[src/design/disp_pkg.sv]
`default_nettype none

package disp_pkg;

	// Frame memory, 4096 words (a full 640x480 frame would need 38400)
	localparam int MEM_WORDS = 4096;
	localparam int ADDR_W = $clog2(MEM_WORDS);
	localparam int WORD_W = 64;

	// Pixel format
	localparam int PIX_PER_WORD = 8;
	localparam int GRAY_W = WORD_W / PIX_PER_WORD;
	localparam int PIX_W = 3 * GRAY_W; // Gray copied into R, G and B

	// Output FIFO
	localparam int FIFO_DEPTH = 16;
	localparam int FIFO_PTR_W = $clog2(FIFO_DEPTH);
	localparam int FIFO_CNT_W = FIFO_PTR_W + 1;

	// AXI4-Lite
	localparam int AXI_ADDR_W = 4;
	localparam int AXI_DATA_W = 32;
	localparam int AXI_STRB_W = AXI_DATA_W / 8;

	localparam logic [AXI_ADDR_W-1:0] REG_CTRL = 4'h0; // Bit 0 is enable
	localparam logic [AXI_ADDR_W-1:0] REG_BASE = 4'h4;
	localparam logic [AXI_ADDR_W-1:0] REG_LEN = 4'h8; // Frame length in words
	localparam logic [AXI_ADDR_W-1:0] REG_FRAMES = 4'hc;

	localparam logic [1:0] RESP_OKAY = 2'b00;
	localparam logic [1:0] RESP_SLVERR = 2'b10;

	// Fetch engine states
	typedef enum logic [1:0]
	{
		IDLE,
		READ,
		WAIT,
		EMIT
	} fetch_state_t;

endpackage

`default_nettype wire

[src/design/pixel_fetch.sv]
`default_nettype none

module pixel_fetch (
	input  logic                        clk,
	input  logic                        rst,
	input  logic                        enable,
	input  logic [disp_pkg::ADDR_W-1:0] base_addr,
	input  logic [disp_pkg::ADDR_W:0]   frame_len,
	output logic                        rd_en,
	output logic [disp_pkg::ADDR_W-1:0] rd_addr,
	input  logic [disp_pkg::WORD_W-1:0] rd_data,
	input  logic                        fifo_full,
	output logic                        wr_en,
	output logic [disp_pkg::PIX_W-1:0]  wr_data,
	output logic                        wr_last,
	output logic                        frame_done
);
	import disp_pkg::*;

	fetch_state_t state;
	logic [ADDR_W-1:0] addr_q; // Wraps modulo MEM_WORDS
	logic [ADDR_W:0] word_cnt;
	logic [ADDR_W:0] len_q; // Length latched at frame start
	logic [$clog2(PIX_PER_WORD)-1:0] pix_idx;
	logic [WORD_W-1:0] word_q;
	logic [GRAY_W-1:0] pix_byte;
	logic last_word;
	logic last_pix;

	assign last_word = (word_cnt == len_q - 1'b1);
	assign last_pix = &pix_idx; // Pixel 7

	assign rd_en = (state == READ);
	assign rd_addr = addr_q;

	// Lowest byte first, gray into all three channels
	assign pix_byte = word_q[pix_idx*GRAY_W +: GRAY_W];
	assign wr_data = {3{pix_byte}};

	assign wr_en = (state == EMIT) && !fifo_full; // Stall while full
	assign wr_last = last_word && last_pix;
	assign frame_done = wr_en && wr_last;

	always_ff @(posedge clk)
	begin
		if (rst)
		begin
			state <= IDLE;
			addr_q <= '0;
			word_cnt <= '0;
			len_q <= '0;
			pix_idx <= '0;
		end
		else
		begin
			case (state)
				IDLE:
				begin
					// Enable is only sampled between frames
					if (enable && frame_len != '0)
					begin
						addr_q <= base_addr;
						word_cnt <= '0;
						len_q <= frame_len;
						state <= READ;
					end
				end
				READ:
					state <= WAIT;
				WAIT:
				begin
					pix_idx <= '0;
					state <= EMIT;
				end
				EMIT:
				begin
					if (wr_en)
					begin
						pix_idx <= pix_idx + 1'b1;
						if (last_pix)
						begin
							if (last_word)
								state <= IDLE;
							else
							begin
								addr_q <= addr_q + 1'b1;
								word_cnt <= word_cnt + 1'b1;
								state <= READ;
							end
						end
					end
				end
				default:
					state <= IDLE;
			endcase
		end
	end

	// Word arrives the cycle after rd_en
	always_ff @(posedge clk)
	begin
		if (state == WAIT)
			word_q <= rd_data;
	end

endmodule

`default_nettype wire

[config.mk]
export PLATFORM = sky130hd
export DESIGN_NAME = pixel_fetch
export DESIGN_NICKNAME = d
export VERILOG_FILES = /design/src/design/disp_pkg.sv /design/src/design/pixel_fetch.sv
export SDC_FILE = /design/constraint.sdc
export NUM_CORES = 1
export LEC_CHECK = 0
export BUFFER_PORTS_ARGS = -buffer_cell sky130_fd_sc_hd__buf_2
export CAP_MARGIN = 20
export CORE_ASPECT_RATIO = 0.9
export CORE_MARGIN = 3
export CORE_UTILIZATION = 50
export DETAILED_ROUTE_END_ITERATION = 10
export HOLD_SLACK_MARGIN = 0.1
export PLACE_DENSITY_LB_ADDON = 0.1
export SYNTH_ARGS = -nofsm -noshare
export SYNTH_HDL_FRONTEND = slang
export SYNTH_SLANG_ARGS = --single-unit
export TNS_END_PERCENT = 10
[constraint.sdc]
create_clock -name clk -period 2.9 [get_ports clk]
set_input_delay 0.29 -clock clk [delete_from_list [all_inputs] [get_ports clk]]
set_output_delay 0.29 -clock clk [all_outputs]
set_load 0.03 [all_outputs]
==> results.py <==
metrics = {
    "run_status": {
        "outcome": "completed",
    },
    "global_routing": {
        "grt_pass1_wl_um": 18700,
        "globalRouteMet3Util_pct": 3.46,
        "antenna_found_initial": 0,
        "use_met1_pct": 28.6,
        "gr-usage-met2_pct": 33.4,
        "grt_pass1_vias": 3829,
        "grt_overflow": 0,
        "grt_busiest_layer": "met2",
        "grt_max_degree": 61,
        "grt_usage_pct": 20.4,
    },
    "synthesis": {
        "ys.flop_type": "edfxtp_1",
        "yosysWarnings": 0,
        "ys_seq_elements": 107,
        "synthesis.area_mm2": 0.00518,
        "synth_top_family_by_area": "simple AND/OR/NAND/NOR gates",
        "syn_inst": 447,
        "synth_top_area_share_pct": 37.1,
        "ys_types": 55,
        "seq_area_frac_synth_pct": 53.7,
        "muxShareOfSynthArea_pct": 10.8,
        "synth.most_common_cell": "edfxtp_1",
        "synth_fa_ha_area_share_pct": 2.42,
        "synth_edf_count": 64,
        "synth_xor_xnor_area_share_pct": 2.54,
        "synth_nets": 550,
        "synth_common_cells": "edfxtp_1 (64), a21oi_1 (43), dfxtp_1 (43)",
        "yosysTopAreaCell": "edfxtp_1",
        "synth_compound_area_share_pct": 11.3,
        "avgSynthCellArea_um2": 11.6,
        "synth.area.top_cells": "edfxtp_1 (37%), dfxtp_1 (17%), mux4_2 (7.0%)",
        "async_flop_share_pct": 0,
        "synth-simple-area-share_pct": 13.3,
    },
    "detailed_routing": {
        "dr.pass1.iters": 6,
        "drt-wirelength-per-cell_um": 16.8,
        "num_vias": 3920,
        "via_per_inst": 5.61,
        "ant_nets": 0,
        "routed_wl_um": 11700,
        "drt_iter0_markers": 241,
        "drcViolationCount": 0,
    },
    "clocking": {
        "cts_inserted_buffers": 9,
        "h-tree-depth": 3,
        "clock_latency_ns": 0.34,
        "clk_pin_slew_ns": 0.08,
        "cts.sinks": 107,
        "clockBufferDepth": 2,
        "cts_tree": "yes",
        "ctsRootBufferMaster": "clkbuf_16",
    },
    "placed_design": {
        "port_buffers": 132,
        "dp_hpwl_um": 8490,
        "gp_congestion": 0.904,
    },
    "setup_path": {
        "path_cells": "or4_4, o41ai_2, o32ai_1, o21ai_1, and3_4, and3_1, buf_4",
        "max_stage_delay_ns": 0.59,
        "crit_arrival_ns": 2.50,
        "start_kind": "flip-flop",
        "crit_fanout": 7,
        "critical_path_buf_inv_count": 1,
        "end_kind": "primary output",
        "crit_type": "reg2out",
        "cp.required_ns": 2.61,
        "cp_top_family": "simple AND/OR/NAND/NOR gates",
        "slowest_stage": "or4_4",
        "ff2ff_setup_slack_ns": 0.15,
    },
    "power_and_ir_drop": {
        "leakage_nw": 2.42,
        "p_per_area_mw_per_mm2": 873,
        "vdd_drop_max_v": 0.000478,
    },
    "die": {
        "die-height_um": 103,
        "dieArea_mm2": 0.0116,
        "core_area_mm2": 0.00987,
        "ios": 133,
        "rows": 34,
        "die_w_um": 113,
        "start_util_pct": 52.5,
    },
    "layout": {
        "nNetsFinal": 671,
        "antenna_cells": 0,
        "drive_above_1_share_pct": 36.5,
        "fin_util_pct": 63.3,
        "area_growth_pct": 20.7,
    },
    "sta": {
        "max_freq_mhz": 358,
        "fin_skew_ns": 0.00820,
        "tightest_slew_ns": 0.427,
        "hold_violations": 0,
        "tns_ns": 0,
        "drv_slew": 0,
        "period_share_pct": 96.3,
        "relSlewSlack_pct": 71.4,
        "rsz0062_at_grt": "no",
        "setup_viol": 0,
        "timing.final.crit_period_ns": 2.79,
    },
    "job": {
        "maxCapViolations": 0,
    },
    "hold_path": {
        "hp-class": "in2reg",
    },
}
-- final timing paths --
check,endpoint,cells after the start,from
setup reg to reg,rd_addr[9],11,len_q[1]
setup / recovery,frame_done,7,len_q[3]
hold / removal,word_q[49],1,rd_data[49]
hold reg to reg,len_q[12],2,len_q[12]
-- per-stage QoR --
stage               power, W  cells  area, um2  hold WS, ns  setup slack [ns]
floorplan            0.00380    447       5180        0.389             0.204
global placement     0.00415    680       5890        0.462             0.191
detailed placement   0.00422    680       5890        0.465            0.0704
CTS                  0.00544    697       6190        0.103           0.00452
global route         0.00577    699       6250        0.100           0.00449
finish               0.00546    699       6250        0.111             0.107
-- logic make-up after synthesis --
| kind of cell | count (synthesis) |
|---|---|
| muxes | 35 |
| AOI/OAI and AO/OA | 93 |
| adders and majority gates | 10 |
| buffers and inverters | 55 |
| DFF | 107 |
| xor gates and xnor gates | 15 |
| and+or+nand+nor | 132 |
-- repair_timing --
item / in CTS / in global routing
pin swaps: 1 / 2
hold buffers: 0 / 2
resized for setup: 4 / 8
hold endpoints to repair: 0 / 2
setup buffers: 1 / 0
setup endpoints to repair: 2 / 11
cloned: 0 / 0
-- registers in the layout, indices dropped and copies added (netlist names) --
register,count
word_cnt,13
state,2
len_q,13
rd_addr,12
word_q,64
pix_idx,3
-- worst register-to-register path: cells and delay by family, from the launching register on --
family | cells | cell delay (ns)
AND/OR/NAND/NOR | 2 | 0.51
buffers and inverters | 3 | 0.43
AO/OA/AOI/OAI | 5 | 1.14
adder cells (fa/ha/maj) | 1 | 0.19
flip-flops | 1 | 0.36
-- routing by layer --
layer	vias to the layer above	routed length, um	share of wire [%]
li1	1910	-	-
met1	1850	5260	45
met2	145	5660	48
met3	15	685	5.8
met4	0	144	1.2
met5	-	0	0
-- area by class of cell --
cell class / count / area (um2)
clock inverter: 7 / 61.3
clock buffer: 9 / 225
sequential: 107 / 2790
timing repair buffer: 149 / 823
fill: 793 / 3620
tap: 126 / 158
inverter: 16 / 60.1
multi-input combinational: 285 / 2140
-- power by group --
| group | switching, W | leakage, nW | internal (W) |
|---|---|---|---|
| logic | 0.00127 | 1.34 | 0.000790 |
| registers | 0.000201 | 0.937 | 0.00200 |
| clock network | 0.000588 | 0.143 | 0.000605 |
| total | 0.00206 | 2.42 | 0.00340 |
-- cells in the final DEF, fill, tap and decap left out, types with 8 or more instances in the layout --
master and count:
nor3_1 16, nand3_1 18, a21oi_1 42, xnor2_1 8, mux2i_1 11, inv_1 15, edfxtp_1 64, dfxtp_1 40
mux4_2 16, buf_4 14, nand2_1 28, ha_1 9, clkbuf_16 9, o21ai_0 13, mux2_2 8, buf_2 130
nor2_1 29
No activity file was read; power rests on OpenSTA's default activity.
