[src/design/disp_pkg.sv]
`default_nettype none

package disp_pkg;

	// Frame memory, 4096 words (a full 640x480 frame would need 38400)
	localparam int MEM_WORDS = 4096;
	localparam int ADDR_W = $clog2(MEM_WORDS);
	localparam int WORD_W = 64;

	// Pixel format
	localparam int PIX_PER_WORD = 8;
	localparam int GRAY_W = WORD_W / PIX_PER_WORD;
	localparam int PIX_W = 3 * GRAY_W; // Gray copied into R, G and B

	// Output FIFO
	localparam int FIFO_DEPTH = 16;
	localparam int FIFO_PTR_W = $clog2(FIFO_DEPTH);
	localparam int FIFO_CNT_W = FIFO_PTR_W + 1;

	// AXI4-Lite
	localparam int AXI_ADDR_W = 4;
	localparam int AXI_DATA_W = 32;
	localparam int AXI_STRB_W = AXI_DATA_W / 8;

	localparam logic [AXI_ADDR_W-1:0] REG_CTRL = 4'h0; // Bit 0 is enable
	localparam logic [AXI_ADDR_W-1:0] REG_BASE = 4'h4;
	localparam logic [AXI_ADDR_W-1:0] REG_LEN = 4'h8; // Frame length in words
	localparam logic [AXI_ADDR_W-1:0] REG_FRAMES = 4'hc;

	localparam logic [1:0] RESP_OKAY = 2'b00;
	localparam logic [1:0] RESP_SLVERR = 2'b10;

	// Fetch engine states
	typedef enum logic [1:0]
	{
		IDLE,
		READ,
		WAIT,
		EMIT
	} fetch_state_t;

endpackage

`default_nettype wire

[src/design/pixel_fifo.sv]
`default_nettype none

module pixel_fifo (
	input  logic                       clk,
	input  logic                       rst,
	input  logic                       wr_en,
	input  logic [disp_pkg::PIX_W-1:0] wr_data,
	input  logic                       wr_last,
	output logic                       full,
	output logic                       pix_valid,
	input  logic                       pix_ready,
	output logic [disp_pkg::PIX_W-1:0] pix_data,
	output logic                       pix_last
);
	import disp_pkg::*;

	logic [PIX_W:0] buf_q [FIFO_DEPTH]; // {last, pixel}
	logic [FIFO_PTR_W-1:0] wr_ptr;
	logic [FIFO_PTR_W-1:0] rd_ptr;
	logic [FIFO_CNT_W-1:0] count;
	logic push;
	logic pop;

	assign full = (count == FIFO_CNT_W'(FIFO_DEPTH));
	assign push = wr_en && !full;
	assign pop = pix_valid && pix_ready;

	// Head entry is the stream, held until popped
	assign pix_valid = (count != '0);
	assign {pix_last, pix_data} = buf_q[rd_ptr];

	always_ff @(posedge clk)
	begin
		if (push)
			buf_q[wr_ptr] <= {wr_last, wr_data};
	end

	always_ff @(posedge clk)
	begin
		if (rst)
		begin
			wr_ptr <= '0;
			rd_ptr <= '0;
			count <= '0;
		end
		else
		begin
			if (push)
				wr_ptr <= wr_ptr + 1'b1;
			if (pop)
				rd_ptr <= rd_ptr + 1'b1;
			case ({push, pop})
				2'b10:   count <= count + 1'b1;
				2'b01:   count <= count - 1'b1;
				default: count <= count; // Both or neither
			endcase
		end
	end

endmodule

`default_nettype wire

[config.mk]
export PLATFORM = sky130hd
export DESIGN_NAME = pixel_fifo
export DESIGN_NICKNAME = d
export VERILOG_FILES = /design/src/design/disp_pkg.sv /design/src/design/pixel_fifo.sv
export SDC_FILE = /design/constraint.sdc
export NUM_CORES = 1
export LEC_CHECK = 0
export BUFFER_PORTS_ARGS = -buffer_cell sky130_fd_sc_hd__clkbuf_2
export CORE_MARGIN = 4
export CORE_UTILIZATION = 51
export CTS_CLUSTER_DIAMETER = 200
export DETAILED_ROUTE_END_ITERATION = 6
export PLACE_DENSITY = 0.68
export SLEW_MARGIN = 0
export SYNTH_ARGS = -nofsm -noshare
export SYNTH_HDL_FRONTEND = slang
export SYNTH_SLANG_ARGS = --single-unit
[constraint.sdc]
create_clock -name clk -period 9.4 [get_ports clk]
set_clock_uncertainty 0.05 [all_clocks]
set_input_delay 0.47 -clock clk [delete_from_list [all_inputs] [get_ports clk]]
set_output_delay 0.47 -clock clk [all_outputs]
set_load 0.03 [all_outputs]
==> impl_metrics.ini, run 1 <==
[global_route]
globalRouteTotalUtil_pct = 19.5
antenna_found_initial = 2
grt_pass1_wl_mm = 48.7
grt_max_degree = 54
grt-ovfl-total = 0
grt_pass1_vias = 7545

[clock_network]
clk_path_buf_depth = 3
cts_made_buffers = 42
cts_tree = built
path_clk_slew_ns = 0.06
cts_resized = 0
post-cts-setup-buffers = 0
htreeDepth = 2
cts-root-buf = clkbuf_16
clock_sinks = 417
insertion_delay_ns = 0.53
holdBufCountCts = 0

[run]
maxCapViolCount = 0

[floorplanning]
start_util_pct = 51.8
die_h_um = 185
io_pins = 56
row_count = 64
core_um2 = 30700
die_width_um = 185
die-area_um2 = 34100

[synth]
yosys_register_bits = 417
avgSynthCellArea_um2 = 23.7
synth_nets = 707
synth_edf_count = 400
synth_ff_type = edfxtp_1
netlist_instances = 671
async_reset_ff_share_pct = 0
synth_area_um2 = 15900
ys_seq_area_share_pct = 77.7
yosys_warnings = 0
netlist_top_cells_area = edfxtp_1 (76%), mux4_2 (18%), dfxtp_1 (2.1%)
synth_top_area_share_pct = 75.6
synthDistinctLibCells = 33
yosysTopAreaCell = edfxtp_1

[power_and_ir_drop]
leakage_nw = 5.64
p_sw_w = 0.00121
seq_power_share_pct = 47.5
p_sw_share_pct = 25.9
internal_power_w = 0.00345
irDropWorstVdd_mv = 0.134
clkPwrFrac_pct = 34.2
pwr-share-comb_pct = 18.3
pwr_density_cell_nw_per_um2 = 258

[critical_path]
crit_fanout = 53
cpMaxStageDelayCell = dfxtp_4
start_kind = register
required_ns = 8.88
cpMostUsedCell = mux4_2
cp.arrival_ns = 3.87
cp_top_family = multiplexers
critical_path_buf_inv_count = 2
path_cells = buf_4 > mux4_2 > mux4_2 > clkbuf_2
criticalPathCategory = register to output pin
cp-end-kind = output pin
crit_path_max_incr_delay_ns = 1.04

[drt]
drc_errors = 0
vias_per_cell = 6.04
dr.pass1.iters = 5
routed-via-count = 7136
wl_mm = 32.3
routedWlPerCell_um = 27.4
drtAntennaViolNets = 0
drt_iter0_drc = 694

[min_path]
hp-class = input pin to register

[timing]
relSlewSlack_pct = 28.2
finalSetupViolations = 0
grt_setup_unrepaired = false
worst_slew_pin_slew_ns = 1.08
period_minus_slack_ns = 4.39
max_freq_mhz = 228
slew_violations = 0
finalCritPeriodShare_pct = 46.7
hold_violations = 0
timing.setup.tns_ns = 0

[layout]
areaGrowthSynthToFinish_pct = 13.5
utilization_pct = 58.8
final_net_count = 793
diodes = 0
drive_above_1_share_pct = 35.3

[placement]
hpwl_mm = 16.7
port_buffers = 55
gp_congestion = 0.783

[run_status]
outcome = completed
==> synth_stat cells, types with 2 or more instances <==
library cell	count
a21boi_1	2
a21oi_1	2
buf_1	4
buf_2	12
clkbuf_1	17
dfxtp_1	17
edfxtp_1	400
ha_1	7
inv_1	5
mux2i_1	3
mux4_2	125
nand2_1	10
nand2b_1	3
nand4_1	2
nor2_1	32
nor3_1	5
nor3b_1	2
xnor2_1	3
xor2_1	6
==> metal layers <==
metal  routed length (um)  part of all wire [%]  track usage (%)  vias up
met2                16800                    52             33.3      211
li1                     -                     -                -     3018
met1                13300                    41             26.9     3849
met3                 1580                   4.9             3.43       54
met4                  643                   2.0             4.53        4
met5                   27                 0.083                0        -
==> worst paths after layout <==
path	to	slack, ns	cells after the start	from
worst min register to register	rd_ptr[3]$_SDFFE_PP0P_	0.46	2	rd_ptr[3]$_SDFFE_PP0P_
worst max-delay path	pix_data[3]	5.01	4	register
worst min-delay path	buf_q[6][18]$_DFFE_PP_	0.28	1	wr_data[18]
worst max register to register	count[4]$_SDFFE_PP0P_	5.93	10	count[2]$_SDFFE_PP0P_
==> layout make-up <==
| type | count | area, um^2 |
|---|---|---|
| Multi-Input combinational cell | 216 | 3440 |
| Sequential cell | 417 | 12400 |
| Tap cell | 396 | 495 |
| Inverter | 5 | 18.8 |
| Timing Repair Buffer | 75 | 425 |
| Fill cell | 2098 | 12600 |
| Clock buffer | 49 | 1100 |
| Clock inverter | 23 | 211 |
==> registers in the layout, indices dropped and copies added, names as in the netlist, named ones only <==
signal  count
rd_ptr      4
count       5
buf_q     400
wr_ptr      4
==> kinds of logic after synthesis <==
logic type / after synthesis / share of synthesized area (%)
compound gates: 9 / 0.370
xor+xnor: 9 / 0.496
fa+ha+maj: 7 / 0.551
buf+inv: 38 / 0.992
flops: 417 / 77.7
mux: 130 / 18.0
simple gates: 61 / 1.84
==> power by group through the flow <==
stage / Sequential [W] / Combinational [W] / Clock [W]
CTS: 0.00222 / 0.000867 / 0.00162
finish: 0.00222 / 0.000853 / 0.00159
detailed placement: 0.00226 / 0.000864 / 0
global route: 0.00223 / 0.000914 / 0.00170
global placement: 0.00225 / 0.000834 / 0
floorplan: 0.00217 / 0.000735 / 0
==> stage by stage <==
| step | cells | hold slack [ns] | total power (W) | instance area, um^2 | worst slack [ns] |
|---|---|---|---|---|---|
| 2_1_floorplan | 671 | 0.422 | 0.00290 | 15900 | 5.96 |
| 3_3_place_gp | 1109 | 0.434 | 0.00309 | 16700 | 5.52 |
| 3_5_place_dp | 1109 | 0.458 | 0.00312 | 16700 | 5.42 |
| 4_1_cts | 1181 | 0.257 | 0.00471 | 18000 | 4.86 |
| 5_1_grt | 1181 | 0.279 | 0.00485 | 18000 | 4.61 |
| 6_report | 1181 | 0.276 | 0.00466 | 18000 | 5.01 |
==> cell usage in the layout, fill, tap and decap left out, drive strengths merged, types with 2 or more instances in the layout <==
| cell type | Yosys | layout |
|---|---|---|
| mux4 | 125 | 125 |
| clkinv | 0 | 17 |
| clkbuf | 17 | 104 |
| mux2 | 2 | 2 |
| xnor2 | 3 | 3 |
| a21oi | 2 | 2 |
| inv | 5 | 6 |
| nor2 | 32 | 32 |
| nor4 | 2 | 2 |
| mux2i | 3 | 3 |
| ha | 7 | 7 |
| nand4 | 2 | 2 |
| nor3 | 5 | 5 |
| dfxtp | 17 | 17 |
| nand2b | 3 | 3 |
| a21boi | 2 | 2 |
| xor2 | 6 | 6 |
| nor3b | 2 | 2 |
| edfxtp | 400 | 400 |
| buf | 16 | 20 |
| bufinv | 0 | 3 |
| nand2 | 10 | 10 |
| clkinvlp | 0 | 2 |
No activity file was read; power rests on OpenSTA's default activity.
==> run 2: changes to the inputs <==
==> constraint.sdc (replaced) <==
create_clock -name clk -period 4.06 [get_ports clk]
set_clock_uncertainty 0.05 [all_clocks]
set_input_delay 0.203 -clock clk [delete_from_list [all_inputs] [get_ports clk]]
set_output_delay 0.203 -clock clk [all_outputs]
set_load 0.03 [all_outputs]
==> impl_metrics.ini, run 2 (synthesis results as in run 1) <==
[placement]
port_buffers = 55
dpl.cell_count = 1121
hpwl_mm = 17.8
gp_congestion = 0.832
dp_worst_setup_slack_ns = 0.755

[power_and_ir_drop]
pwr-share-comb_pct = 19.9
clkPwrFrac_pct = 34.8
seq_power_share_pct = 45.3
internal_power_w = 0.00824
pwr_density_cell_nw_per_um2 = 604
p_sw_w = 0.00278
irDropWorstVdd_mv = 0.336
leakage_nw = 5.75
p_sw_share_pct = 25.2

[floorplanning]
core_um2 = 30700
start_util_pct = 51.8
die_width_um = 185
die-area_um2 = 34100
row_count = 64
io_pins = 56
die_h_um = 185

[timing]
grt_setup_unrepaired = false
relSlewSlack_pct = 39.2
finalSetupViolations = 0
fin_ws_ns = 0.588
worst_slew_pin_slew_ns = 0.911
hold_violations = 0
finalCritPeriodShare_pct = 85.5
timing.setup.tns_ns = 0
slew_violations = 0
period_minus_slack_ns = 3.47
max_freq_mhz = 288

[clock_network]
cts_resized = 0
cts-root-buf = clkbuf_16
path_clk_slew_ns = 0.06
insertion_delay_ns = 0.51
cts_tree = built
htreeDepth = 2
post-cts-setup-buffers = 0
holdBufCountCts = 0
cts_made_buffers = 42
clock_sinks = 417
clk_path_buf_depth = 3

[critical_path]
start_kind = register
required_ns = 4.39
path_cells = nor4_4 > a21boi_1 > inv_1 > ha_1 > xor2_1 > ha_1 > nor4b_1 > a21oi_1 > o32ai_1 > mux2_1
cp.arrival_ns = 3.81
criticalPathCategory = register to register
crit_fanout = 9
cp-end-kind = register
cpMaxStageDelayCell = a21boi_1
cpMostUsedCell = ha_1
crit_path_max_incr_delay_ns = 0.61

[layout]
diodes = 0
utilization_pct = 59.5
fin_cells = 1197
regMostFlops = buf_q
largest_reg_flops = 400
areaGrowthSynthToFinish_pct = 14.8
final_common_cell = edfxtp_1
layout_common_cells = edfxtp_1 (400), mux4_2 (125), clkbuf_2 (55)
final_net_count = 805
reg_top3 = buf_q: 400 flops, count: 5 flops
drive_above_1_share_pct = 36.1

[drt]
vias_per_cell = 6.01
routed-via-count = 7197
drc_errors = 0
drtAntennaViolNets = 0
dr.pass1.iters = 5
drt_iter0_drc = 800
routedWlPerCell_um = 27.0
wl_mm = 32.3

[run]
maxCapViolCount = 0

[global_route]
globalRouteTotalUtil_pct = 19.4
antenna_found_initial = 1
grt_pass1_wl_mm = 48.5
grt_pass1_vias = 7614
grt_max_degree = 57
grt-ovfl-total = 0

[run_status]
outcome = completed

[min_path]
hp-class = input pin to register
-- run 2: metal layers --
metal / routed length (um) / track usage [%] / part of all wire, %
met1: 13200 / 27.2 / 41
met4: 457 / 4.08 / 1.4
met3: 1850 / 3.34 / 5.7
met5: 13 / 0 / 0.040
met2: 16800 / 32.8 / 52
-- run 2: worst max-delay path: cells and delay by family (launching register included) --
family / cells / cell delay [ns]
AOI/OAI and AO/OA: 3 / 1.09
xor gates and xnor gates: 1 / 0.16
adders and majority gates: 2 / 0.55
buffers and inverters: 1 / 0.13
DFF: 1 / 0.51
muxes: 1 / 0.39
and+or+nand+nor: 2 / 0.48
-- run 2: area by class of cell --
class | count | area, um^2
timing repair buffer | 87 | 553
clock inverter | 21 | 256
sequential | 417 | 12400
multi-input combinational | 216 | 3440
inverter | 5 | 18.8
fill | 2115 | 12400
clock buffer | 55 | 1120
tap | 396 | 495
-- run 2: final timing paths --
| path | from | endpoint | cells after the start | slack, ns |
|---|---|---|---|---|
| hold reg to reg | rd_ptr[3]$_SDFFE_PP0P_ | register | 2 | 0.51 |
| setup reg to reg | count[2]$_SDFFE_PP0P_ | count[4]$_SDFFE_PP0P_ | 10 | 0.59 |
| hold / removal | wr_data[12] | buf_q[7][12]$_DFFE_PP_ | 1 | 0.04 |
| setup / recovery | count[2]$_SDFFE_PP0P_ | count[4]$_SDFFE_PP0P_ | 10 | 0.59 |
-- run 2: stage by stage --
stage	hold slack (ns)	area, um^2	power [W]
4_1_cts	0.00369	18200	0.0111
5_1_grt	0.0381	18200	0.0115
3_5_place_dp	0.482	16900	0.00730
3_3_place_gp	0.439	16900	0.00722
2_1_floorplan	0.252	15900	0.00671
6_report	0.0355	18200	0.0110
-- run 2: power groups by stage --
stage,registers [W],logic (W),clock network [W]
after global placement,0.00506,0.00216,0
after floorplan,0.00501,0.00170,0
after CTS,0.00499,0.00223,0.00391
after global routing,0.00501,0.00234,0.00412
final,0.00499,0.00219,0.00383
after detailed placement,0.00508,0.00222,0
