$ cat src/design/disp_pkg.sv
`default_nettype none

package disp_pkg;

	// Frame memory, 4096 words (a full 640x480 frame would need 38400)
	localparam int MEM_WORDS = 4096;
	localparam int ADDR_W = $clog2(MEM_WORDS);
	localparam int WORD_W = 64;

	// Pixel format
	localparam int PIX_PER_WORD = 8;
	localparam int GRAY_W = WORD_W / PIX_PER_WORD;
	localparam int PIX_W = 3 * GRAY_W; // Gray copied into R, G and B

	// Output FIFO
	localparam int FIFO_DEPTH = 16;
	localparam int FIFO_PTR_W = $clog2(FIFO_DEPTH);
	localparam int FIFO_CNT_W = FIFO_PTR_W + 1;

	// AXI4-Lite
	localparam int AXI_ADDR_W = 4;
	localparam int AXI_DATA_W = 32;
	localparam int AXI_STRB_W = AXI_DATA_W / 8;

	localparam logic [AXI_ADDR_W-1:0] REG_CTRL = 4'h0; // Bit 0 is enable
	localparam logic [AXI_ADDR_W-1:0] REG_BASE = 4'h4;
	localparam logic [AXI_ADDR_W-1:0] REG_LEN = 4'h8; // Frame length in words
	localparam logic [AXI_ADDR_W-1:0] REG_FRAMES = 4'hc;

	localparam logic [1:0] RESP_OKAY = 2'b00;
	localparam logic [1:0] RESP_SLVERR = 2'b10;

	// Fetch engine states
	typedef enum logic [1:0]
	{
		IDLE,
		READ,
		WAIT,
		EMIT
	} fetch_state_t;

endpackage

`default_nettype wire

$ cat src/design/disp_regs.sv
`default_nettype none

module disp_regs (
	input  logic                            clk,
	input  logic                            rst,
	input  logic [disp_pkg::AXI_ADDR_W-1:0] awaddr,
	input  logic                            awvalid,
	output logic                            awready,
	input  logic [disp_pkg::AXI_DATA_W-1:0] wdata,
	input  logic [disp_pkg::AXI_STRB_W-1:0] wstrb,
	input  logic                            wvalid,
	output logic                            wready,
	output logic [1:0]                      bresp,
	output logic                            bvalid,
	input  logic                            bready,
	input  logic [disp_pkg::AXI_ADDR_W-1:0] araddr,
	input  logic                            arvalid,
	output logic                            arready,
	output logic [disp_pkg::AXI_DATA_W-1:0] rdata,
	output logic [1:0]                      rresp,
	output logic                            rvalid,
	input  logic                            rready,
	output logic                            enable,
	output logic [disp_pkg::ADDR_W-1:0]     base_addr,
	output logic [disp_pkg::ADDR_W:0]       frame_len,
	input  logic                            frame_done
);
	import disp_pkg::*;

	logic ctrl_en;
	logic [ADDR_W-1:0] base_q;
	logic [ADDR_W:0] len_q;
	logic [AXI_DATA_W-1:0] frames_q;
	logic wr_hs;
	logic rd_hs;
	logic [AXI_DATA_W-1:0] aw_cur; // Current value at the write offset
	logic [AXI_DATA_W-1:0] wr_val;
	logic [AXI_DATA_W-1:0] rd_word;

	function automatic logic is_mapped(input logic [AXI_ADDR_W-1:0] a);
		return (a == REG_CTRL) || (a == REG_BASE) || (a == REG_LEN) || (a == REG_FRAMES);
	endfunction

	// Byte lanes without a strobe keep their old value
	function automatic logic [AXI_DATA_W-1:0] strb_merge(
		input logic [AXI_DATA_W-1:0] old_v,
		input logic [AXI_DATA_W-1:0] new_v,
		input logic [AXI_STRB_W-1:0] strb
	);
		logic [AXI_DATA_W-1:0] res;
		res = old_v;
		for (int i = 0; i < AXI_STRB_W; i++)
		begin
			if (strb[i])
				res[i*8 +: 8] = new_v[i*8 +: 8];
		end
		return res;
	endfunction

	assign wr_hs = awvalid & awready & wvalid & wready;
	assign rd_hs = arvalid & arready;

	assign enable = ctrl_en;
	assign base_addr = base_q;
	assign frame_len = len_q;

	always_comb
	begin
		case (awaddr)
			REG_CTRL: aw_cur = AXI_DATA_W'(ctrl_en);
			REG_BASE: aw_cur = AXI_DATA_W'(base_q);
			REG_LEN:  aw_cur = AXI_DATA_W'(len_q);
			default:  aw_cur = '0;
		endcase
		wr_val = strb_merge(aw_cur, wdata, wstrb);
	end

	always_comb
	begin
		case (araddr)
			REG_CTRL:   rd_word = AXI_DATA_W'(ctrl_en);
			REG_BASE:   rd_word = AXI_DATA_W'(base_q);
			REG_LEN:    rd_word = AXI_DATA_W'(len_q);
			REG_FRAMES: rd_word = frames_q;
			default:    rd_word = '0; // Unmapped reads as zero
		endcase
	end

	// Handshake control
	always_ff @(posedge clk)
	begin
		if (rst)
		begin
			awready <= 1'b0;
			wready <= 1'b0;
			bvalid <= 1'b0;
			arready <= 1'b0;
			rvalid <= 1'b0;
		end
		else
		begin
			// Address and data taken together, one-cycle ready pulse
			awready <= awvalid & wvalid & ~awready & ~bvalid;
			wready <= awvalid & wvalid & ~awready & ~bvalid;
			if (wr_hs)
				bvalid <= 1'b1;
			else if (bready)
				bvalid <= 1'b0;

			arready <= arvalid & ~arready & ~rvalid;
			if (rd_hs)
				rvalid <= 1'b1;
			else if (rready)
				rvalid <= 1'b0;
		end
	end

	// Response payload
	always_ff @(posedge clk)
	begin
		if (wr_hs)
			bresp <= is_mapped(awaddr) ? RESP_OKAY : RESP_SLVERR;
		if (rd_hs)
		begin
			rdata <= rd_word;
			rresp <= is_mapped(araddr) ? RESP_OKAY : RESP_SLVERR;
		end
	end

	always_ff @(posedge clk)
	begin
		if (rst)
		begin
			ctrl_en <= 1'b0;
			base_q <= '0;
			len_q <= '0;
			frames_q <= '0;
		end
		else
		begin
			if (wr_hs)
			begin
				case (awaddr)
					REG_CTRL: ctrl_en <= wr_val[0];
					REG_BASE: base_q <= wr_val[ADDR_W-1:0];
					REG_LEN:  len_q <= wr_val[ADDR_W:0];
					default: ;
				endcase
			end
			// Clear wins over a frame_done in the same cycle
			if (wr_hs && awaddr == REG_FRAMES)
				frames_q <= '0;
			else if (frame_done)
				frames_q <= frames_q + 1'b1;
		end
	end

endmodule

`default_nettype wire

$ cat config.mk
export PLATFORM = sky130hd
export DESIGN_NAME = disp_regs
export DESIGN_NICKNAME = d
export VERILOG_FILES = /design/src/design/disp_pkg.sv /design/src/design/disp_regs.sv
export SDC_FILE = /design/constraint.sdc
export NUM_CORES = 1
export LEC_CHECK = 0
export ABC_AREA = 1
export BUFFER_PORTS_ARGS = -buffer_cell sky130_fd_sc_hd__buf_2
export CAP_MARGIN = 20
export CORE_ASPECT_RATIO = 1.25
export CORE_UTILIZATION = 48
export CTS_BUF_LIST = sky130_fd_sc_hd__clkbuf_8 sky130_fd_sc_hd__clkbuf_16
export CTS_CLUSTER_DIAMETER = 150
export DETAILED_ROUTE_END_ITERATION = 6
export PLACE_DENSITY = 0.83
export SYNTH_ARGS = -nofsm -noshare
export SYNTH_HDL_FRONTEND = slang
export SYNTH_SLANG_ARGS = --single-unit
$ cat constraint.sdc
create_clock -name clk -period 1.4 [get_ports clk]
set_input_delay 0.21 -clock clk [delete_from_list [all_inputs] [get_ports clk]]
set_output_delay 0.21 -clock clk [all_outputs]
set_load 0.02 [all_outputs]
==> flow_summary.toml, run 1 <==
[run_status]
status = "finished with violations"
violations = "negative setup slack"

[sta]
setup_ws_ns = -0.0379
drv_slew = 0
hold_viol = 0
rsz0062_at_grt = "yes"
fin_crit_ns = 1.44
tns_ns = -0.105
period_share_pct = 103
clock.fmax_mhz = 695
setup_violations = 6
finClkSkew_ns = 0.00832

[hold_path]
hp-start = "rst"
min_path_cells = 2
whs_endpoint = "wready"
worstHoldPathType = "in -> reg"

[pwr]
p_seq_share_pct = 50.9
switchingPower_mw = 1.31
peakVddDrop_mv = 0.850
power_mw = 5.73
p_int_mw = 4.42
power.density_mw_per_mm2 = 966
p_leak_nw = 2.34
p_clk_share_pct = 42.9
switching_share_pct = 22.9
combPwrFrac_pct = 6.2

[routing]
routed_via_density = 5.39
ant_nets = 0
drt_iter0_markers = 303
drc = 0
vias = 4394
wl_um = 12000
drtPass1Iterations = 7
wire_per_inst_um = 14.7

[cts]
cts_made_buffers = 9
cts_tree = "built"
clk_latency_ns = 0.35
cts.reportedPaths.clkPinSlew_ns = 0.07
clockBufferDepth = 2
cts.sinks = 96
cts-root-buf = "clkbuf_16"
cts.htree.levels = 3
cts_hold_buf = 0

[setup_path]
end_kind = "flip-flop"
critical_path.startpoint_type = "flip-flop"
reg2reg_slack_ns = -0.04
crit_arrival_ns = 1.67
r2r_end = "frames_q[7]"
worst-setup-path-type = "reg -> reg"
crit_required_ns = 1.63
r2r_start = "wready"
crit_fanout = 6
rr_worst_depth = 7

[global_routing]
overflow = 0
antenna_found_initial = 0
grt_use_total_pct = 24.0
grt_max_degree = 34
grt_pass1_wl_um = 18300
grt_pass1_vias = 4063

[synthesis]
synthTopCellsByArea = "dfxtp_1, edfxtp_1, nand2_1, nor2_1, inv_1"
yosysWarnings = 0
synth_area_per_cell_um2 = 8.15
ys_ff_latch = 96
syn_inst = 557
ys_types = 38
ys_seq_area_share_pct = 49.9
ys_async_sr_fraction_pct = 0
syn_area_mm2 = 0.00454
synth_edf_count = 34
yosysTopAreaCellShare_pct = 27.4
yosysTopAreaCell = "dfxtp_1"
ys.flop_type = "dfxtp_1"

[floorplanning]
die_area_mm2 = 0.00985
core_area_mm2 = 0.00917
dieHeight_um = 111
rows = 39
initial_core_util_pct = 49.5
num_io_pins = 119
die_width_um = 89.0

[placed_design]
port_buffers = 95
detailed_place.area_mm2 = 0.00534
gp_congestion = 0.885
place_worst_setup_slack_ns = -0.0939
dp_cells = 790
place_hpwl_um = 8230

[layout]
nNetsFinal = 740
drive_gt1_share_pct = 33.4
area_growth_syn_to_layout_pct = 30.8
final_cell_count_no_fill = 815
final_cell_area_mm2 = 0.00593
num_antenna_cells = 0

[flow_run]
max-cap-violations = 0
power by group through the flow:
stage                     logic, mW  clock network (mW)  registers [mW]
final                         0.358                2.46            2.92
after detailed placement      0.320                   0            2.98
after floorplan               0.158                   0            3.01
after global routing          0.383                2.61            2.92
after CTS                     0.324                2.48            2.92
after global placement        0.312                   0            2.98
worst max path at each step:
| stage | startpoint | slack, ns | end |
|---|---|---|---|
| after global routing | wready | -0.09 | frames_q[8] |
| after global placement | frames_q[0] | 0.005 | frames_q[14] |
| after floorplan | arready | 0.04 | rdata[0] |
| after CTS | frames_q[0] | 0.006 | frames_q[24] |
| after detailed placement | frames_q[0] | -0.09 | frames_q[14] |
| final | wready | -0.04 | frames_q[7] |
synthesized netlist by cell type, types with 5 or more instances:
cell type / number
dfxtp_1: 62
nand2_1: 89
inv_1: 74
buf_4: 5
o22ai_1: 11
a21oi_1: 41
nor2_2: 6
nor2_4: 7
buf_2: 6
edfxtp_1: 34
nor2_1: 80
o221ai_1: 10
xor2_1: 6
nand3_1: 24
nor3_1: 12
o21ai_0: 42
nand4_1: 10
sequential cells by signal, summed over array words and instances (netlist names):
| signal | flops |
|---|---|
| frames_q | 32 |
| rdata | 32 |
| frame_len | 13 |
| base_addr | 12 |
| arready | 1 |
| bresp | 1 |
| bvalid | 1 |
| enable | 1 |
| rresp | 1 |
| rvalid | 1 |
| wready | 1 |
metrics by stage:
step	hold WS (ns)	util, %
floorplan	0.279	-
global placement	0.415	58.2
detailed placement	0.420	58.2
CTS	0.0596	61.9
global route	0.0656	64.7
finish	0.0637	64.7
what timing repair did:
action                                  CTS  global route
gates resized for setup                  10            63
buffers inserted                          2             6
pin swaps                                 4            17
endpoints found under the setup margin    4            24
cloned                                    0             1
endpoints found under the hold margin     0             0
cells in the final DEF (no fill, tap or decap), types with 2 or more instances in the layout:
cell type   instances
buf_2              95
nand2_1            82
inv_1              71
nor2_1             70
dfxtp_1            46
a21oi_1            40
o21ai_0            36
edfxtp_1           34
buf_4              34
nand3_1            22
nor2_4             16
dfxtp_2            15
o22ai_1            11
o221ai_1           10
nand4_1            10
clkbuf_16           9
nor3_1              8
nor2_2              7
inv_2               6
nor3_2              6
nand2_4             6
xor2_1              6
nand2_2             5
buf_12              5
clkinvlp_4          4
o21ai_2             4
xnor2_1             4
nand3_2             3
nand3_4             2
or2_2               2
o21ai_1             2
a31oi_1             2
o21a_1              2
conb_1              2
inv_6               2
per-layer routing:
layer / GRT usage (%) / vias to the layer above / routed length, µm
met5: 0 / - / 0
li1: - / 2104 / -
met1: 27.4 / 1998 / 4300
met2: 41.9 / 245 / 6260
met3: 5.44 / 47 / 888
met4: 10.4 / 0 / 497
cell type report:
cell class              count  area (µm²)
repair buffers            135         842
multi-input cells         366        2050
well taps                 123         154
flip-flops and latches     96        2280
clock inverters             7        70.1
clock buffers               9         225
inverters                  78         300
fillers                   742        3240
repair inverters            1        7.51
critical path, cell delays in order (launching register included):
cell and delay [ns]:
dfxtp_2 0.35, nand3_2 0.09, inv_2 0.09, nand2_4 0.06, o21ai_4 0.27, clkinvlp_4 0.28, o21ai_0 0.13, a21oi_1 0.05
kinds of logic after synthesis:
group / Yosys count / share of synthesized area (%)
fa+ha+maj: 1 / 0.276
flops: 96 / 49.9
other cells: 1 / 0.0827
xor+xnor: 10 / 1.93
compound gates: 111 / 13.9
simple gates: 242 / 24.7
buf+inv: 96 / 9.18
(Power assumes the default switching activity.)
==> inputs of run 2 (changes only) <==
- CELL_PAD_IN_SITES_DETAIL_PLACEMENT: not set -> 2
- CELL_PAD_IN_SITES_GLOBAL_PLACEMENT: not set -> 2
- CORE_ASPECT_RATIO: 1.25 -> not set
- CORE_UTILIZATION: 48 -> 27
- PLACE_DENSITY: 0.83 -> 0.81
- SLEW_MARGIN: not set -> 20
==> run 2 against run 1 <==
  * The flow finishes with violations (design-rule violations, negative setup slack)
  * Clock power is 17% higher
  * Flip-flop and latch count did not move
  * Worst setup slack worse by 0.018 ns
  * Wire length is 52% higher
  * Combinational power is 9.8% higher
  * First-iteration DRC count decreased by 36%
  * Critical path type unchanged
==> flow_summary.toml, run 2 (synthesis results as in run 1) <==
[run_status]
status = "finished with violations"
violations = "design-rule violations, negative setup slack"

[placed_design]
dp_cells = 897
gp_congestion = 0.761
detailed_place.area_mm2 = 0.00555
place_hpwl_um = 12100
port_buffers = 95
place_worst_setup_slack_ns = -0.143

[pwr]
peakVddDrop_mv = 0.511
p_leak_nw = 2.45
power.density_mw_per_mm2 = 979

[cts]
clk_latency_ns = 0.36
cts_made_buffers = 9
cts.htree.levels = 3
cts-root-buf = "clkbuf_16"
cts_hold_buf = 0
cts_tree = "built"
cts.sinks = 96
cts.reportedPaths.clkPinSlew_ns = 0.07
clockBufferDepth = 2

[routing]
ant_nets = 0
wire_per_inst_um = 19.6
drt_iter0_markers = 193
drtPass1Iterations = 6
drc = 1
vias = 4560
wl_um = 18100
routed_via_density = 4.94

[global_routing]
grt_pass1_vias = 4988
grt_use_total_pct = 20.2
antenna_found_initial = 0
overflow = 0
grt_max_degree = 34
grt_pass1_wl_um = 27200

[sta]
fin_crit_ns = 1.46
period_share_pct = 104
setup_violations = 4
clock.fmax_mhz = 687
setup_ws_ns = -0.0558
worst_pin_slew_ns = 0.509
relSlewSlack_pct = 66.1
holdWs_ns = 0.0641
drv_slew = 0
tns_ns = -0.102
rsz0062_at_grt = "yes"
hold_viol = 0
finClkSkew_ns = 0.00681

[floorplanning]
rows = 47
initial_core_util_pct = 27.6
num_io_pins = 119
dieHeight_um = 132
core_area_mm2 = 0.0165
die_width_um = 132
die_area_mm2 = 0.0173

[setup_path]
crit_fanout = 5
worst-setup-path-type = "reg -> reg"
crit_arrival_ns = 1.74
end_kind = "flip-flop"
crit_chain = "nand2_1, nor2_4, buf_6, nand2_1, nor2_2, nand4_1, nand2_1, nand2_1, nor2_1"
cpMostUsedCell = "nand2_1"
crit_slowest_cell = "dfxtp_4"
slowest_delay_ns = 0.37
critical_path.startpoint_type = "flip-flop"
crit_required_ns = 1.68

[layout]
final_common_cell = "buf_2"
num_antenna_cells = 0
nNetsFinal = 751
drive_gt1_share_pct = 37.1
final_cell_count_no_fill = 923
final_cell_mix = "buf_2, nand2_1, inv_1, nor2_1"
n_fill_cell = 1841
area_growth_syn_to_layout_pct = 39.5
final_cell_area_mm2 = 0.00633

[hold_path]
worstHoldPathType = "in -> reg"

[flow_run]
max-cap-violations = 0
[run 2: cell count changes in the layout (fill, tap and decap cells not counted), sizes merged]
cell / change
buf: +10
clkbuf: +5
clkinv: +1
clkinvlp: -2
inv: -3
[run 2: where the power goes]
part	switching [mW]	internal [mW]	leakage, nW
clock	1.18	1.72	0.175
sequential	0.0152	2.90	0.848
combinational	0.252	0.141	1.43
[run 2: layout make-up]
cell class / count / area (µm²) / area share [%]
repair buffers: 147 / 1000 / 15.8
clock inverters: 4 / 52.6 / 0.830
clock buffers: 12 / 300 / 4.74
multi-input cells: 366 / 2110 / 33.3
flip-flops and latches: 96 / 2300 / 36.3
well taps: 220 / 275 / 4.35
inverters: 78 / 300 / 4.74
[run 2: worst paths after layout]
| kind | start | end | slack (ns) | cells past startpoint |
|---|---|---|---|---|
| worst max-delay path | frames_q[6] | frames_q[27] | -0.06 | 9 |
| worst min-delay path | rst | bvalid | 0.06 | 2 |
| worst max register to register | frames_q[6] | frames_q[27] | -0.06 | 9 |
| worst min register to register | bvalid | wready | 0.45 | 1 |
[run 2: worst max-delay path, delay by kind of cell (launching register included)]
family | cells | cell delay, ns
buffers and inverters | 1 | 0.13
flip-flops | 1 | 0.37
AND/OR/NAND/NOR | 8 | 0.88
[run 2: repair_timing]
item | 4_1_cts | 5_1_grt
cloned | 0 | 2
endpoints found under the setup margin | 24 | 33
gates resized for setup | 41 | 55
pin swaps | 6 | 20
setup buffers | 3 | 5
[run 2: layer usage]
metal / up-vias / wire, µm / global-route usage (%)
li1: 2133 / - / -
met1: 2257 / 7180 / 22.7
met2: 127 / 9610 / 37.9
met3: 43 / 733 / 2.70
met4: 0 / 591 / 8.91
met5: - / 0 / 0
[run 2: per-stage QoR]
step           power (mW)  util, %
2_1_floorplan        3.17        -
3_5_place_dp         3.34     33.7
5_1_grt              6.38     38.4
4_1_cts              6.22     36.8
6_report             6.20     38.4
3_3_place_gp         3.32     33.7
==> inputs of run 3 (changes only) <==
- CELL_PAD_IN_SITES_DETAIL_PLACEMENT: 2 -> 0
- CELL_PAD_IN_SITES_GLOBAL_PLACEMENT: 2 -> 1
- CORE_UTILIZATION: 27 -> 35
- PLACE_DENSITY: 0.81 -> 0.83
==> run 3 against run 2 <==
  * The run now ends clean
  * Via count decreased by 7.7%
  * Clock skew increased by 0.0033 ns
  * Non-clock buffer count decreased by 8
  * Worst setup slack improved by 0.093 ns
  * Power decreased by 5.8%
  * Largest cell class unchanged
==> flow_summary.toml, run 3 (synthesis results as in run 1) <==
[layout]
final_cell_count_no_fill = 867
multi_input_area_mm2 = 0.00200
final_cell_mix = "buf_2, nand2_1, inv_1, nor2_1, dfxtp_1"
n_fill_cell = 1231
nNetsFinal = 743
final_common_cell = "buf_2"
regArea_mm2 = 0.00229
drive_gt1_share_pct = 34.2
area_growth_syn_to_layout_pct = 31.9
num_antenna_cells = 0

[placed_design]
port_buffers = 95
dp_cells = 842
place_hpwl_um = 8800
gp_congestion = 0.884

[routing]
drc = 0
ant_nets = 0
wire_per_inst_um = 14.0
routed_via_density = 4.85
drtPass1Iterations = 4
wl_um = 12100
drt_iter0_markers = 185
vias = 4209

[sta]
clock.fmax_mhz = 734
rsz0062_at_grt = "yes"
setup_violations = 0
period_share_pct = 97.3
hold_viol = 0
finClkSkew_ns = 0.0101
fin_crit_ns = 1.36
drv_slew = 0

[global_routing]
grt_pass1_vias = 4037
overflow = 0
grt_use_total_pct = 18.6
antenna_found_initial = 0
grt_pass1_wl_um = 19300
grt_max_degree = 34

[flow_run]
max-cap-violations = 0

[setup_path]
worst-setup-path-type = "reg -> reg"
critPathBufInv = 3
crit_arrival_ns = 1.58
slowest_delay_ns = 0.35
critical_path.startpoint_type = "flip-flop"
r2r_end = "frames_q[7]"
end_kind = "flip-flop"
crit_fanout = 11
worst_path_dominant_cell_family = "compound AO/OA/AOI/OAI gates"
reg2reg_slack_ns = 0.04
crit_required_ns = 1.62
crit_slowest_cell = "dfxtp_2"
r2r_start = "wready"
crit_chain = "nand3_2, inv_2, nand2_2, o21ai_4, clkinvlp_4, buf_8, o21ai_0, a21oi_1"
rr_worst_depth = 8

[cts]
clockBufferDepth = 2
clk_latency_ns = 0.34
cts.sinks = 96
cts.htree.levels = 3
cts_made_buffers = 9
cts.reportedPaths.clkPinSlew_ns = 0.07
cts-root-buf = "clkbuf_16"
cts_tree = "built"

[pwr]
p_leak_nw = 2.31
power.density_mw_per_mm2 = 976
peakVddDrop_mv = 0.458
power_mw = 5.84

[run_status]
status = "complete, no violations"

[hold_path]
worstHoldPathType = "in -> reg"
hp-start = "rst"
min_path_cells = 2
whs_endpoint = "bvalid"

[floorplanning]
dieHeight_um = 116
rows = 41
die_width_um = 116
die_area_mm2 = 0.0134
core_area_mm2 = 0.0126
num_io_pins = 119
initial_core_util_pct = 36.0
run 3: cell types whose count changed in the layout (fill, tap and decap cells not counted), moves of 3 or more:
cell,previous run,this run
nor2_4,19,10
nand2_1,77,85
nor2_2,10,15
clkbuf_16,14,10
nand2_2,11,7
nand2_4,5,1
nor2_1,64,68
buf_12,7,4
run 3: metrics by stage:
step / util, % / hold slack (ns) / setup slack [ns] / area, µm² / TNS (ns)
2_1_floorplan: - / 0.279 / 0.0375 / 4550 / 0
3_3_place_gp: 43.0 / 0.418 / -0.0154 / 5430 / -0.0232
3_5_place_dp: 43.0 / 0.427 / -0.0924 / 5430 / -0.766
4_1_cts: 45.8 / 0.0650 / 0.00716 / 5780 / 0
5_1_grt: 47.4 / 0.0749 / -0.0587 / 5990 / -0.392
6_report: 47.4 / 0.0660 / 0.0374 / 5990 / 0
run 3: layout make-up:
cell class | count | area share [%]
inverter | 78 | 5.02
tap | 172 | 3.60
multi-input combinational | 366 | 33.4
clock inverter | 6 | 1.05
timing repair buffer | 139 | 14.5
clock buffer | 10 | 4.18
sequential | 96 | 38.3
run 3: worst max-delay path by stage:
stage                      from      endpoint  slack, ns  cells after the start
finish                   wready   frames_q[7]       0.04                      8
global route        frames_q[1]  frames_q[21]      -0.06                      8
CTS                 frames_q[4]  frames_q[28]      0.007                      9
detailed placement    araddr[1]      rdata[9]      -0.09                      7
global placement      araddr[1]      rdata[9]      -0.02                      7
floorplan               arready      rdata[0]       0.04                      2
run 3: worst reg2reg max path, delay by kind of cell (launching register included):
family / cells / cell delay (ns)
buffers and inverters: 3 / 0.36
flip-flops: 1 / 0.35
AND/OR/NAND/NOR: 2 / 0.16
AO/OA/AOI/OAI: 3 / 0.37
run 3: metal layers:
metal  vias to the layer above  global-route usage, %  wire, µm
li1                       2109                      -         -
met2                       100                   31.4      6010
met4                         0                   7.95       239
met3                        19                   3.35       475
met5                         -                      0         0
met1                      1981                   23.2      5390
run 3: where the power goes:
group,internal (mW),leakage (nW),switching [mW]
Sequential,2.90,0.847,0.0151
Combinational,0.130,1.30,0.223
Clock,1.50,0.158,1.08
Total,4.53,2.31,1.32
run 3: timing repair:
item / 4_1_cts / 5_1_grt
cloned: 0 / 0
setup endpoints to repair: 8 / 30
resized for setup: 11 / 55
hold buffers: 0 / 0
setup buffers: 2 / 7
pin swaps: 3 / 7
